**config.mk**
```make
export PLATFORM = sky130hd
export DESIGN_NAME = rv_core
export DESIGN_NICKNAME = d
export VERILOG_FILES = /design/src/hdl/rv_pkg.sv /design/src/hdl/rv_core.sv /design/src/hdl/rv_decode.sv /design/src/hdl/rv_execute.sv /design/src/hdl/rv_regfile.sv /design/src/hdl/rv_result.sv
export SDC_FILE = /design/constraint.sdc
export NUM_CORES = 2
export LEC_CHECK = 0
export BUFFER_PORTS_ARGS = -buffer_cell sky130_fd_sc_hd__buf_2
export CORE_MARGIN = 5
export CORE_UTILIZATION = 45
export DETAILED_ROUTE_END_ITERATION = 16
export GPL_TIMING_DRIVEN = 0
export PLACE_DENSITY = 0.6
export SKIP_LAST_GASP = 1
export SYNTH_ARGS = -nofsm -noshare
export SYNTH_HDL_FRONTEND = slang
export SYNTH_SLANG_ARGS = --single-unit
```
**constraint.sdc**
```tcl
create_clock -name clk -period 19.4 [get_ports clk]
set_input_delay 2.91 -clock clk [delete_from_list [all_inputs] [get_ports clk]]
set_output_delay 2.91 -clock clk [all_outputs]
set_load 0.03 [all_outputs]
```
**src/hdl/rv_pkg.sv**
```systemverilog
package rv_pkg;

  // data and address widths
  localparam int xlen = 64;
  localparam int pc_w = 32;

  localparam logic [pc_w-1:0] reset_pc = 32'h8000_0000;

  // major opcodes, inst[6:0]
  localparam logic [6:0] op_imm    = 7'b0010011;
  localparam logic [6:0] op_lui    = 7'b0110111;
  localparam logic [6:0] op_auipc  = 7'b0010111;
  localparam logic [6:0] op_jal    = 7'b1101111;
  localparam logic [6:0] op_system = 7'b1110011;

  // recognized instruction classes
  typedef enum logic [2:0] {
    k_none,
    k_addi,
    k_lui,
    k_auipc,
    k_jal,
    k_ebreak
  } inst_kind_e;

  // decode to execute and result
  typedef struct packed {
    inst_kind_e        kind;
    logic [xlen-1:0]   op1;
    logic [xlen-1:0]   op2;
    logic [pc_w-1:0]   imm_j;
    logic [4:0]        rs1_addr;
    logic [4:0]        rd_addr;
    logic              rd_en;
  } dec_t;

  // execute to result
  typedef struct packed {
    logic [xlen-1:0]   rd_data;
    logic [pc_w-1:0]   next_pc;
    logic [4:0]        rd_addr;
    logic              rd_en;
    logic              halt_req;
  } exe_t;

endpackage

```
**src/hdl/rv_core.sv**
```systemverilog
`timescale 1ns/100ps

module rv_core
  import rv_pkg::*;
(
  input  logic             clk,
  input  logic             rst_n,
  input  logic [31:0]      inst,
  output logic [pc_w-1:0]  pc,
  output logic             halt,
  output logic             commit_valid,
  output logic [pc_w-1:0]  commit_pc,
  output logic [4:0]       commit_rd,
  output logic [xlen-1:0]  commit_data
);

  dec_t             dec;
  exe_t             exe;
  logic [4:0]       rs1_addr;
  logic [xlen-1:0]  rs1_data;
  logic             wr_en;
  logic [4:0]       wr_addr;
  logic [xlen-1:0]  wr_data;

  rv_decode rv_decode_inst (
    .inst     (inst),
    .pc       (pc),
    .rs1_data (rs1_data),
    .rs1_addr (rs1_addr),
    .dec      (dec)
  );

  rv_regfile rv_regfile_inst (
    .clk      (clk),
    .rst_n    (rst_n),
    .rs1_addr (rs1_addr),
    .rs1_data (rs1_data),
    .wr_en    (wr_en),
    .wr_addr  (wr_addr),
    .wr_data  (wr_data)
  );

  rv_execute rv_execute_inst (
    .pc  (pc),
    .dec (dec),
    .exe (exe)
  );

  // pc, halt and commit live in the result stage
  rv_result rv_result_inst (
    .clk          (clk),
    .rst_n        (rst_n),
    .exe          (exe),
    .pc           (pc),
    .halt         (halt),
    .wr_en        (wr_en),
    .wr_addr      (wr_addr),
    .wr_data      (wr_data),
    .commit_valid (commit_valid),
    .commit_pc    (commit_pc),
    .commit_rd    (commit_rd),
    .commit_data  (commit_data)
  );

endmodule

```
**src/hdl/rv_decode.sv**
```systemverilog
`timescale 1ns/100ps

module rv_decode
  import rv_pkg::*;
(
  input  logic [31:0]      inst,
  input  logic [pc_w-1:0]  pc,
  input  logic [xlen-1:0]  rs1_data,
  output logic [4:0]       rs1_addr,
  output dec_t             dec
);

  logic [6:0]       opcode;
  logic [2:0]       funct3;
  logic [xlen-1:0]  imm_i;
  logic [xlen-1:0]  imm_u;
  logic [pc_w-1:0]  imm_j;
  logic [xlen-1:0]  pc_ext;
  inst_kind_e       kind;

  assign opcode = inst[6:0];
  assign funct3 = inst[14:12];

  // immediates, all sign extended from inst[31]
  assign imm_i = {{(xlen-12){inst[31]}}, inst[31:20]};
  assign imm_u = {{(xlen-32){inst[31]}}, inst[31:12], 12'b0};
  assign imm_j = {{(pc_w-21){inst[31]}}, inst[31], inst[19:12], inst[20], inst[30:21], 1'b0};

  assign pc_ext = {{(xlen-pc_w){1'b0}}, pc};

  assign rs1_addr = inst[19:15];

  // instruction class
  always_comb begin
    kind = k_none;
    case (opcode)
      op_imm: begin
        if (funct3 == 3'b000) begin
          kind = k_addi;
        end
      end
      op_lui:   kind = k_lui;
      op_auipc: kind = k_auipc;
      op_jal:   kind = k_jal;
      op_system: begin
        // only ebreak is handled in the system space
        if (funct3 == 3'b000 && inst[31:20] == 12'h001) begin
          kind = k_ebreak;
        end
      end
      default:  kind = k_none;
    endcase
  end

  // operand select
  always_comb begin
    dec          = '0;
    dec.kind     = kind;
    dec.imm_j    = imm_j;
    dec.rs1_addr = inst[19:15];
    dec.rd_addr  = inst[11:7];
    case (kind)
      k_addi: begin
        dec.op1   = rs1_data;
        dec.op2   = imm_i;
        dec.rd_en = 1'b1;
      end
      k_lui: begin
        dec.op1   = '0;
        dec.op2   = imm_u;
        dec.rd_en = 1'b1;
      end
      k_auipc: begin
        dec.op1   = pc_ext;
        dec.op2   = imm_u;
        dec.rd_en = 1'b1;
      end
      k_jal: begin
        // link value pc + 4
        dec.op1   = pc_ext;
        dec.op2   = xlen'(4);
        dec.rd_en = 1'b1;
      end
      default: begin
        dec.rd_en = 1'b0;
      end
    endcase
  end

  always_comb begin
    assert (kind inside {k_none, k_addi, k_lui, k_auipc, k_jal, k_ebreak})
      else $error("decode produced an undefined instruction kind");
  end

endmodule

```
**src/hdl/rv_execute.sv**
```systemverilog
`timescale 1ns/100ps

module rv_execute
  import rv_pkg::*;
(
  input  logic [pc_w-1:0]  pc,
  input  dec_t             dec,
  output exe_t             exe
);

  logic [pc_w-1:0] seq_pc;
  logic [pc_w-1:0] jump_pc;

  assign seq_pc  = pc + pc_w'(4);
  assign jump_pc = pc + dec.imm_j;

  // operand adder serves addi, lui, auipc and the jal link
  assign exe.rd_data = dec.op1 + dec.op2;
  assign exe.rd_addr = dec.rd_addr;
  assign exe.rd_en   = dec.rd_en;

  assign exe.halt_req = (dec.kind == k_ebreak);

  always_comb begin
    case (dec.kind)
      k_jal:    exe.next_pc = jump_pc;
      // ebreak parks on its own pc
      k_ebreak: exe.next_pc = pc;
      default:  exe.next_pc = seq_pc;
    endcase
  end

endmodule

```
**src/hdl/rv_regfile.sv**
```systemverilog
`timescale 1ns/100ps

module rv_regfile
  import rv_pkg::*;
(
  input  logic             clk,
  input  logic             rst_n,
  input  logic [4:0]       rs1_addr,
  output logic [xlen-1:0]  rs1_data,
  input  logic             wr_en,
  input  logic [4:0]       wr_addr,
  input  logic [xlen-1:0]  wr_data
);

  logic [xlen-1:0] regs [32];

  // x0 reads zero since the write-back never targets it
  assign rs1_data = regs[rs1_addr];

  always_ff @(posedge clk or negedge rst_n) begin
    if (!rst_n) begin
      for (int i = 0; i < 32; i++) begin
        regs[i] <= '0;
      end
    end else if (wr_en) begin
      regs[wr_addr] <= wr_data;
    end
  end

  // a stray x0 write would leak through any later read path
  assert property (@(posedge clk) disable iff (!rst_n) regs[0] == '0)
    else $error("register x0 holds a nonzero value");

endmodule

```
**src/hdl/rv_result.sv**
```systemverilog
`timescale 1ns/100ps

module rv_result
  import rv_pkg::*;
(
  input  logic             clk,
  input  logic             rst_n,
  input  exe_t             exe,
  output logic [pc_w-1:0]  pc,
  output logic             halt,
  output logic             wr_en,
  output logic [4:0]       wr_addr,
  output logic [xlen-1:0]  wr_data,
  output logic             commit_valid,
  output logic [pc_w-1:0]  commit_pc,
  output logic [4:0]       commit_rd,
  output logic [xlen-1:0]  commit_data
);

  // write-back only while running and for a real rd
  assign wr_en   = exe.rd_en && !halt && (exe.rd_addr != 5'd0);
  assign wr_addr = exe.rd_addr;
  assign wr_data = exe.rd_data;

  always_ff @(posedge clk or negedge rst_n) begin
    if (!rst_n) begin
      pc           <= reset_pc;
      halt         <= 1'b0;
      commit_valid <= 1'b0;
    end else begin
      commit_valid <= wr_en;
      if (!halt) begin
        pc   <= exe.next_pc;
        halt <= exe.halt_req;
      end
    end
  end

  // commit record of the retiring write
  always_ff @(posedge clk) begin
    if (wr_en) begin
      commit_pc   <= pc;
      commit_rd   <= exe.rd_addr;
      commit_data <= exe.rd_data;
    end
  end

  assert property (@(posedge clk) disable iff (!rst_n) $past(halt) |-> !commit_valid)
    else $error("commit reported after the core halted");

endmodule

```
After elaboration in Yosys (flattened, before gate mapping)
Cells that the tools add are included.
{"block": "word_totals", "register_bits": 2183, "input_bits": 34, "out_inout_bits": 135, "wordCells": 81}
{"block": "op_classes", "eq_ne": 11, "addsub": 3, "muxes": 13, "magnitude_cmp": 3, "bitwise": 4, "n_reduce_logical": 9}
{"cell": "$bwmux W2048", "n": 1}
{"cell": "$pmux W128 S4", "n": 1}
{"cell": "$bmux W64 S5", "n": 1}
{"cell": "$demux W64 S5", "n": 1}
{"cell": "$mux W64", "n": 3}
{"cell": "$add A64 B64 Y64", "n": 1}
{"cell": "$pmux W32 S2", "n": 1}
{"cell": "$add A32 B3 Y32 const B", "n": 1}
{"cell": "$add A32 B32 Y32", "n": 1}
{"cell": "$pmux W3 S5", "n": 1}
{"cell": "$eq A7 B5 Y1 const B", "n": 2}
{"cell": "$eq A7 B7 Y1 const B", "n": 2}
{"cell": "$eq A12 B1 Y1 const B", "n": 1}
{"cell": "$ge A6 B6 Y1 const B", "n": 2}
{"cell": "$not A5 Y6", "n": 2}
{"cell": "$eq A7 B6 Y1 const B", "n": 1}
{"cell": "$eq A3 B2 Y1 const B", "n": 2}
{"cell": "$eq A3 B3 Y1 const B", "n": 2}
{"cell": "$lt A6 B1 Y1 const B", "n": 1}
{"cell": "$reduce_bool A5 Y1", "n": 1}
{"cell": "$logic_and A1 B1 Y1", "n": 4}
{"cell": "$reduce_or A4 Y1", "n": 1}
{"cell": "$eq A3 B1 Y1 const B", "n": 1}
{"cell": "$logic_not A3 Y1", "n": 1}
{"cell": "5 further kinds", "n": 8}

Logic depth before layout (Yosys ltp)
{"block": "depth", "word_depth": 9, "mapped_depth": 22, "mapped_depth_nobuf": 17}

By module
From an unflattened synthesis, not the netlist that was laid out.
{"block": "hier_totals", "cells_unflattened": 6956, "hier_area_um2": 103908.4}
{"module": "rv_regfile", "instances": 1, "cells_per_inst": 5616, "seq_area_each_um2": 51249.2, "area_per_inst_um2": 91385.1}
{"module": "rv_execute", "instances": 1, "cells_per_inst": 880, "seq_area_each_um2": 0.0, "area_per_inst_um2": 6002.0}
{"module": "rv_result", "instances": 1, "cells_per_inst": 245, "seq_area_each_um2": 3885.0, "area_per_inst_um2": 4969.8}
{"module": "rv_decode", "instances": 1, "cells_per_inst": 215, "seq_area_each_um2": 0.0, "area_per_inst_um2": 1551.5}

Least setup slack after synthesis
Ideal clock, no wire load.
{"block": "synth_timing", "path_kind": "in2reg", "from": "in inst[3]", "to": "reg rv_result_inst.commit_valid", "stages": 5, "setup_ps": 691, "required_ps": 18709, "arrival_time_ps": 9495, "n_path_buf": 0, "setup_slack_ps": 9214, "path_cell_list": "or4_1 or3_1 or3_1 a31o_4 a31oi_1"}
{"block": "synth_via", "elab_chain_cells": 7, "elab_cells_between_ends": 14, "cone_classes": "eq/ne: 9; mux: 2; reduce/logical: 3"}
{"item": "from (decl)", "line_no": "rv_core.sv:8", "source": "input logic [31:0] inst,"}
{"item": "$eq A7 B7 Y1 (tied with other cells)", "line_no": "rv_decode.sv:36", "source": "case (opcode)"}
{"item": "$pmux W3 S5 *", "line_no": "rv_decode.sv:36"}
{"item": "$eq A3 B1 Y1 (tied with other cells)", "line_no": "rv_decode.sv:62", "source": "case (kind)"}
{"item": "$reduce_or A4 Y1 (no source line) *"}
{"item": "$mux W1 *", "line_no": "rv_decode.sv:62"}
{"item": "$logic_and A1 B1 Y1 * (2 in a row)", "line_no": "rv_result.sv:21", "source": "assign wr_en = exe.rd_en && !halt && (exe.rd_addr != 5'd0);"}
{"item": "net rv_regfile_inst.wr_en", "line_no": "rv_regfile.sv:10", "source": "input logic wr_en,"}
{"item": "to (signal assigned)", "line_no": "rv_result.sv:31", "source": "commit_valid <= wr_en;"}
{"item": "to (decl)", "line_no": "rv_result.sv:14", "source": "output logic commit_valid,"}
Mark *: on every way through the listed nets, which the timed path passes. The rest lies on a longest branch.
A chain may end at the register's enable or synchronous reset.

Final worst setup path
{"block": "layout_timing", "from": "in inst[16]", "to": "reg rv_regfile_inst.regs[52] (netlist bit)"}
{"block": "layout_via", "elab_chain_cells": 7}
{"item": "$not A5 Y6 (not written as such)", "line_no": "rv_regfile.sv:18", "source": "assign rs1_data = regs[rs1_addr];"}
{"item": "$bmux W64 S5", "line_no": "rv_regfile.sv:18"}
{"item": "$mux W64 (not written as such) (2 in a row)", "line_no": "rv_regfile.sv:18"}
{"item": "$pmux W128 S4 *", "line_no": "rv_decode.sv:62"}
{"item": "$add A64 B64 Y64 *", "line_no": "rv_execute.sv:18", "source": "assign exe.rd_data = dec.op1 + dec.op2;"}
{"item": "$bwmux W2048 *", "line_no": "rv_regfile.sv:26", "source": "regs[wr_addr] <= wr_data;"}
{"item": "to (signal, indexed assignment)", "line_no": "rv_regfile.sv:26"}
{"item": "to (decl)", "line_no": "rv_regfile.sv:15", "source": "logic [xlen-1:0] regs [32];"}
Every way passes the cells marked *; elsewhere a longest branch is shown, timed or not. The select of a mux whose other input is x is not followed.

==> metrics.md <==
| Metric | Value |
|---|---|
| Category of the most critical setup path | `primary input to flip-flop` |
| Remaining DRCs | `0` |
| Number of cells produced by synthesis | `8,918` |
| NumNets Final | `9,464` |
| Root Buffer | `sky130_fd_sc_hd__clkbuf_16` |
| Yosys synthesis warning count | `0` |
| VDD IR-drop max | `88.7 uV` |
| Startpoint Class | `primary input` |
| Hold WC Path Type | `flip-flop to flip-flop` |
| Count of cells resized by post-cts repair | `0` |
| Vias | `76.3k` |
| Number of buffers inserted by port buffering | `166` |
| Post-detailed-route count of antenna-violating nets | `0` |
| Final Cycle Share | `64.1%` |
| Skew final | `0.0378 ns` |
| Terminating pin of the worst hold path | `rv_regfile_inst.regs[2008]$_DFFE_PN0P_` |
| Final setup violation count | `0` |
| Share of post-route cells with drive strength above 1 | `14.8%` |
| Cell leakage power | `47.9 nW` |
| Tot GR Track Use | `a little under a third` |
| Weighted congestion reported at the end of routability-driven placement | `around 0.96` |
| Placed cell count | `12.0k` |
| Setup repair after global routing missed its margin | `false` |
| Data arrival, critical path | `13.18 ns` |
| Violations in the final reports | `capacitance limit, slew limit` |
| Req. time, crit path | `about 20 ns` |
| Post-synth cell types | `73` |
| Number of antenna violations at the first check in global routing | `36` |
| Post-synthesis async set-or-reset flop share | `95.4%` |
| Count of pins over their slew limit | `10` |
| Critical R2R Capture | `rv_regfile_inst.regs[52]$_DFFE_PN0P_` |
| Post-synth design cell area | `0.0985 mm^2` |
| Sum Neg Setup Slack | `0 ns` |
| Top flip-flop cell by instance count after synthesis | `sky130_fd_sc_hd__dfrtp_1` |
| Vias in the first global route | `approximately 76k` |
| Pwr dens | `87.5 mW/mm^2` |
| Post-Route Hold Slack | `around 0.46 ns` |
| Reg clk slew, reported paths | `0.06 ns` |
| CTS H-tree lvls | `4` |
| Final std cell area, no fill | `0.111 mm^2` |
| Largest net degree at the start of global routing | `181` |
| Maximum cell stage delay along the critical path | `1.18 ns` |
| Outcome | `finished, violations left` |
| Per-cell via count in the routed design | `6.15` |
| Hold_sp | `rv_regfile_inst.regs[2008]$_DFFE_PN0P_` |
| Critical-path top delay cell | `sky130_fd_sc_hd__a211oi_1` |
| 1st-iter DRT viols | `roughly 9k` |
| Maximum fanout count along the critical path | `10` |
| Finished Core Util | `51.1%` |
| Count of flip-flops with a built-in enable after synthesis | `100` |
| Total of hold buffers inserted after clock tree synthesis | `0` |
| Proportion of synthesized chip area in sequential cells | `between 50% and 60%` |
| Min cycle time layout | `approximately 12 ns` |
| Cell depth of the worst hold path | `1` |
| Actual slew at the worst max-slew pin | `1.51 ns` |
| Clk_lat worst skew | `0.91 ns` |
| Total congestion overflow | `0` |
| Final routed wire length divided by cell count | `29.3 um` |
| Floorplan die height | `478 um` |
| Leading cell types by total area after synthesis | `sky130_fd_sc_hd__dfrtp_1 53%, sky130_fd_sc_hd__mux4_2 15%, sky130_fd_sc_hd__o21ai_0 10%` |
| Sinks on the clock net | `between 2k and 2.5k` |
| Cell area reported after detailed placement | `0.104 mm^2` |
| Top-Level Pins | `169` |
| Number of hold-slack violations in the final timing report | `0` |
| Post-DP HPWL | `264,000 um` |
| Core region area | `0.218 mm^2` |
| Max-Slew Margin vs Limit | `-0.445%` |
| Clock buffers created by TritonCTS | `222` |
| Post-synth top area share | `52.8%` |
| Syn-to-layout area delta | `12.9%` |
| Floorplan die area | `0.228 mm^2` |
| Overall die width | `478 um` |
| Worst reg2reg path depth | `17` |
| Most frequent CP cell | `sky130_fd_sc_hd__clkbuf_1` |
| Initial Util | `45.3%` |
| Flop-to-flop setup slack | `roughly 12 ns` |
| First drt pass iteration count | `6` |
| Rows | `171` |
| Sort of element at the end of the critical path | `flip-flop` |
| Wire length of the first global-routing pass | `527,000 um` |
| Post-CTS repair timing setup buffer count | `0` |
| TritonCTS clock tree | `yes` |
| Post-synthesis cell type with the largest combined area | `sky130_fd_sc_hd__dfrtp_1` |
| Post-Route WL | `364,000 um` |
| Reg-to-Reg Start | `rv_regfile_inst.regs[1109]$_DFFE_PN0P_` |
| Buffer levels on the longest clock path | `3` |
| Timing-limited maximum frequency | `between 0.08 and 0.09 GHz` |
| Cells traversed along the worst timing path | `buf_2 > clkbuf_1 > clkbuf_1 > clkbuf_2 > clkbuf_1 > mux4_2 > mux4_2 > mux2i_1 > nor2_1 > ha_1 > inv_1 > fa_1 > nand2b_1 > a21oi_1 > o21ai_0 > nand3b_1 > a211oi_1 > a211oi_1 > nor3_1 > o21ai_1 > xnor2_1 > clkbuf_1 > o21ai_0` |
| #FFs+latches synth | `around 2.2k` |
| MaxCap Viol Count | `1` |
| Fill cell total of the finished layout | `a little under 20k` |
| Final Instance Count excl. Fillers | `12.4k` |
| Post-Synthesis Mean Instance Area | `roughly 11 um^2` |
==> where the power goes <==
group / total, W / leakage [nW] / switching [W] / internal (W)
sequential: 0.00469 / 29.9 / 0.0000844 / 0.00461
combinational: 0.000627 / 14.3 / 0.000435 / 0.000193
clock: 0.00441 / 3.68 / 0.00190 / 0.00251
==> cells by family after synthesis <==
group,Yosys count,synth area share [%]
xor gates and xnor gates,85,0.756
DFF,2181,55.9
AOI/OAI and AO/OA,2390,12.6
adders and majority gates,96,1.23
buffers and inverters,972,3.85
other,1,0.00381
muxes,737,15.7
and+or+nand+nor,2456,9.96
==> sequential cells by signal, summed over array words and instances (netlist names) <==
register / cells
rv_result_inst.commit_rd: 5
rv_result_inst.commit_valid: 1
rv_result_inst.pc: 31
rv_regfile_inst.regs: 2048
rv_result_inst.halt: 1
rv_result_inst.commit_pc: 31
rv_result_inst.commit_data: 64
==> stage by stage <==
stage	total power [W]	setup slack (ns)
final	0.00973	6.96
after global routing	0.0100	7.08
after CTS	0.00976	7.33
after detailed placement	0.00540	6.43
after global placement	0.00539	-29.90
after floorplan	0.00508	9.21
==> layout make-up <==
class                   instances  area, um^2  share of cell area, %
flip-flops and latches       2181       55100                   49.5
multi-input cells            5766       39700                   35.7
clock buffers                 333        6550                   5.89
well taps                    2854        3570                   3.21
plain buffers                 875        3460                   3.12
repair buffers                191        1490                   1.34
clock inverters                79         950                  0.854
inverters                      97         364                  0.327
diodes                         22        55.1                 0.0495
==> per-layer routing <==
layer	routed length, um	GRT usage [%]	vias to the layer above
met5	181	0	-
met4	20800	16.1	22
met3	38700	10.0	841
met2	164000	47.7	3826
met1	140000	41.2	39500
li1	-	-	32100
==> cells in the final DEF, fill, tap and decap left out, types with 34 or more instances in the layout <==
cell type / n
sky130_fd_sc_hd__ha_1: 94
sky130_fd_sc_hd__inv_1: 96
sky130_fd_sc_hd__mux2i_1: 65
sky130_fd_sc_hd__clkbuf_1: 749
sky130_fd_sc_hd__mux4_2: 640
sky130_fd_sc_hd__a21o_1: 56
sky130_fd_sc_hd__xnor2_1: 51
sky130_fd_sc_hd__edfxtp_1: 100
sky130_fd_sc_hd__nor2_1: 117
sky130_fd_sc_hd__xor2_1: 34
sky130_fd_sc_hd__clkbuf_8: 53
sky130_fd_sc_hd__dfrtp_1: 2080
sky130_fd_sc_hd__o21ai_0: 2048
sky130_fd_sc_hd__a21oi_1: 139
sky130_fd_sc_hd__nand4_1: 37
sky130_fd_sc_hd__clkinv_2: 37
sky130_fd_sc_hd__buf_2: 284
sky130_fd_sc_hd__buf_1: 42
sky130_fd_sc_hd__nand2_1: 2108
sky130_fd_sc_hd__clkbuf_16: 224
==> how the worst max path moves through the flow <==
stage	start	endpoint	slack, ns	cells past startpoint
global placement	rst_n	rv_regfile_inst.regs[430]$_DFFE_PN0P_	-29.90	1
detailed placement	inst[16]	rv_regfile_inst.regs[52]$_DFFE_PN0P_	6.43	23
global route	inst[15]	rv_regfile_inst.regs[1652]$_DFFE_PN0P_	7.08	22
CTS	inst[16]	rv_regfile_inst.regs[52]$_DFFE_PN0P_	7.33	23
floorplan	inst[3]	rv_result_inst.commit_valid$_DFF_PN0_	9.21	5
finish	inst[16]	rv_regfile_inst.regs[52]$_DFFE_PN0P_	6.96	23
==> cell usage after synthesis, types with 8 or more instances <==
master,instances
sky130_fd_sc_hd__a31oi_1,15
sky130_fd_sc_hd__a21oi_1,139
sky130_fd_sc_hd__mux4_2,640
sky130_fd_sc_hd__o21ai_1,16
sky130_fd_sc_hd__o21bai_1,23
sky130_fd_sc_hd__nor2b_1,9
sky130_fd_sc_hd__nand2b_1,17
sky130_fd_sc_hd__o22ai_1,12
sky130_fd_sc_hd__or3_1,11
sky130_fd_sc_hd__and3_1,12
sky130_fd_sc_hd__a211oi_1,10
sky130_fd_sc_hd__nand2_1,2108
sky130_fd_sc_hd__nand4_1,37
sky130_fd_sc_hd__inv_1,96
sky130_fd_sc_hd__o211ai_1,8
sky130_fd_sc_hd__buf_1,52
sky130_fd_sc_hd__and2_1,15
sky130_fd_sc_hd__mux2i_1,65
sky130_fd_sc_hd__nor2_1,117
sky130_fd_sc_hd__xnor2_1,51
sky130_fd_sc_hd__o21a_1,17
sky130_fd_sc_hd__xor2_1,34
sky130_fd_sc_hd__o21ai_0,2048
sky130_fd_sc_hd__edfxtp_1,100
sky130_fd_sc_hd__clkbuf_1,709
sky130_fd_sc_hd__nand3_1,27
sky130_fd_sc_hd__mux2_2,32
sky130_fd_sc_hd__buf_2,112
sky130_fd_sc_hd__nor3_1,29
sky130_fd_sc_hd__dfrtp_1,2080
sky130_fd_sc_hd__nand2_2,31
sky130_fd_sc_hd__ha_1,94
sky130_fd_sc_hd__nor4_1,11
sky130_fd_sc_hd__a21o_1,56
==> worst max-delay path, delay by kind of cell <==
kind / cells / cell delay (ns)
AO/OA/AOI/OAI: 6 / 2.30
adder cells (fa/ha/maj): 2 / 0.60
buffers and inverters: 7 / 4.33
multiplexers: 3 / 1.11
AND/OR/NAND/NOR: 4 / 1.04
XOR/XNOR: 1 / 0.81
Note: power is estimated with default switching activity, not from simulation.
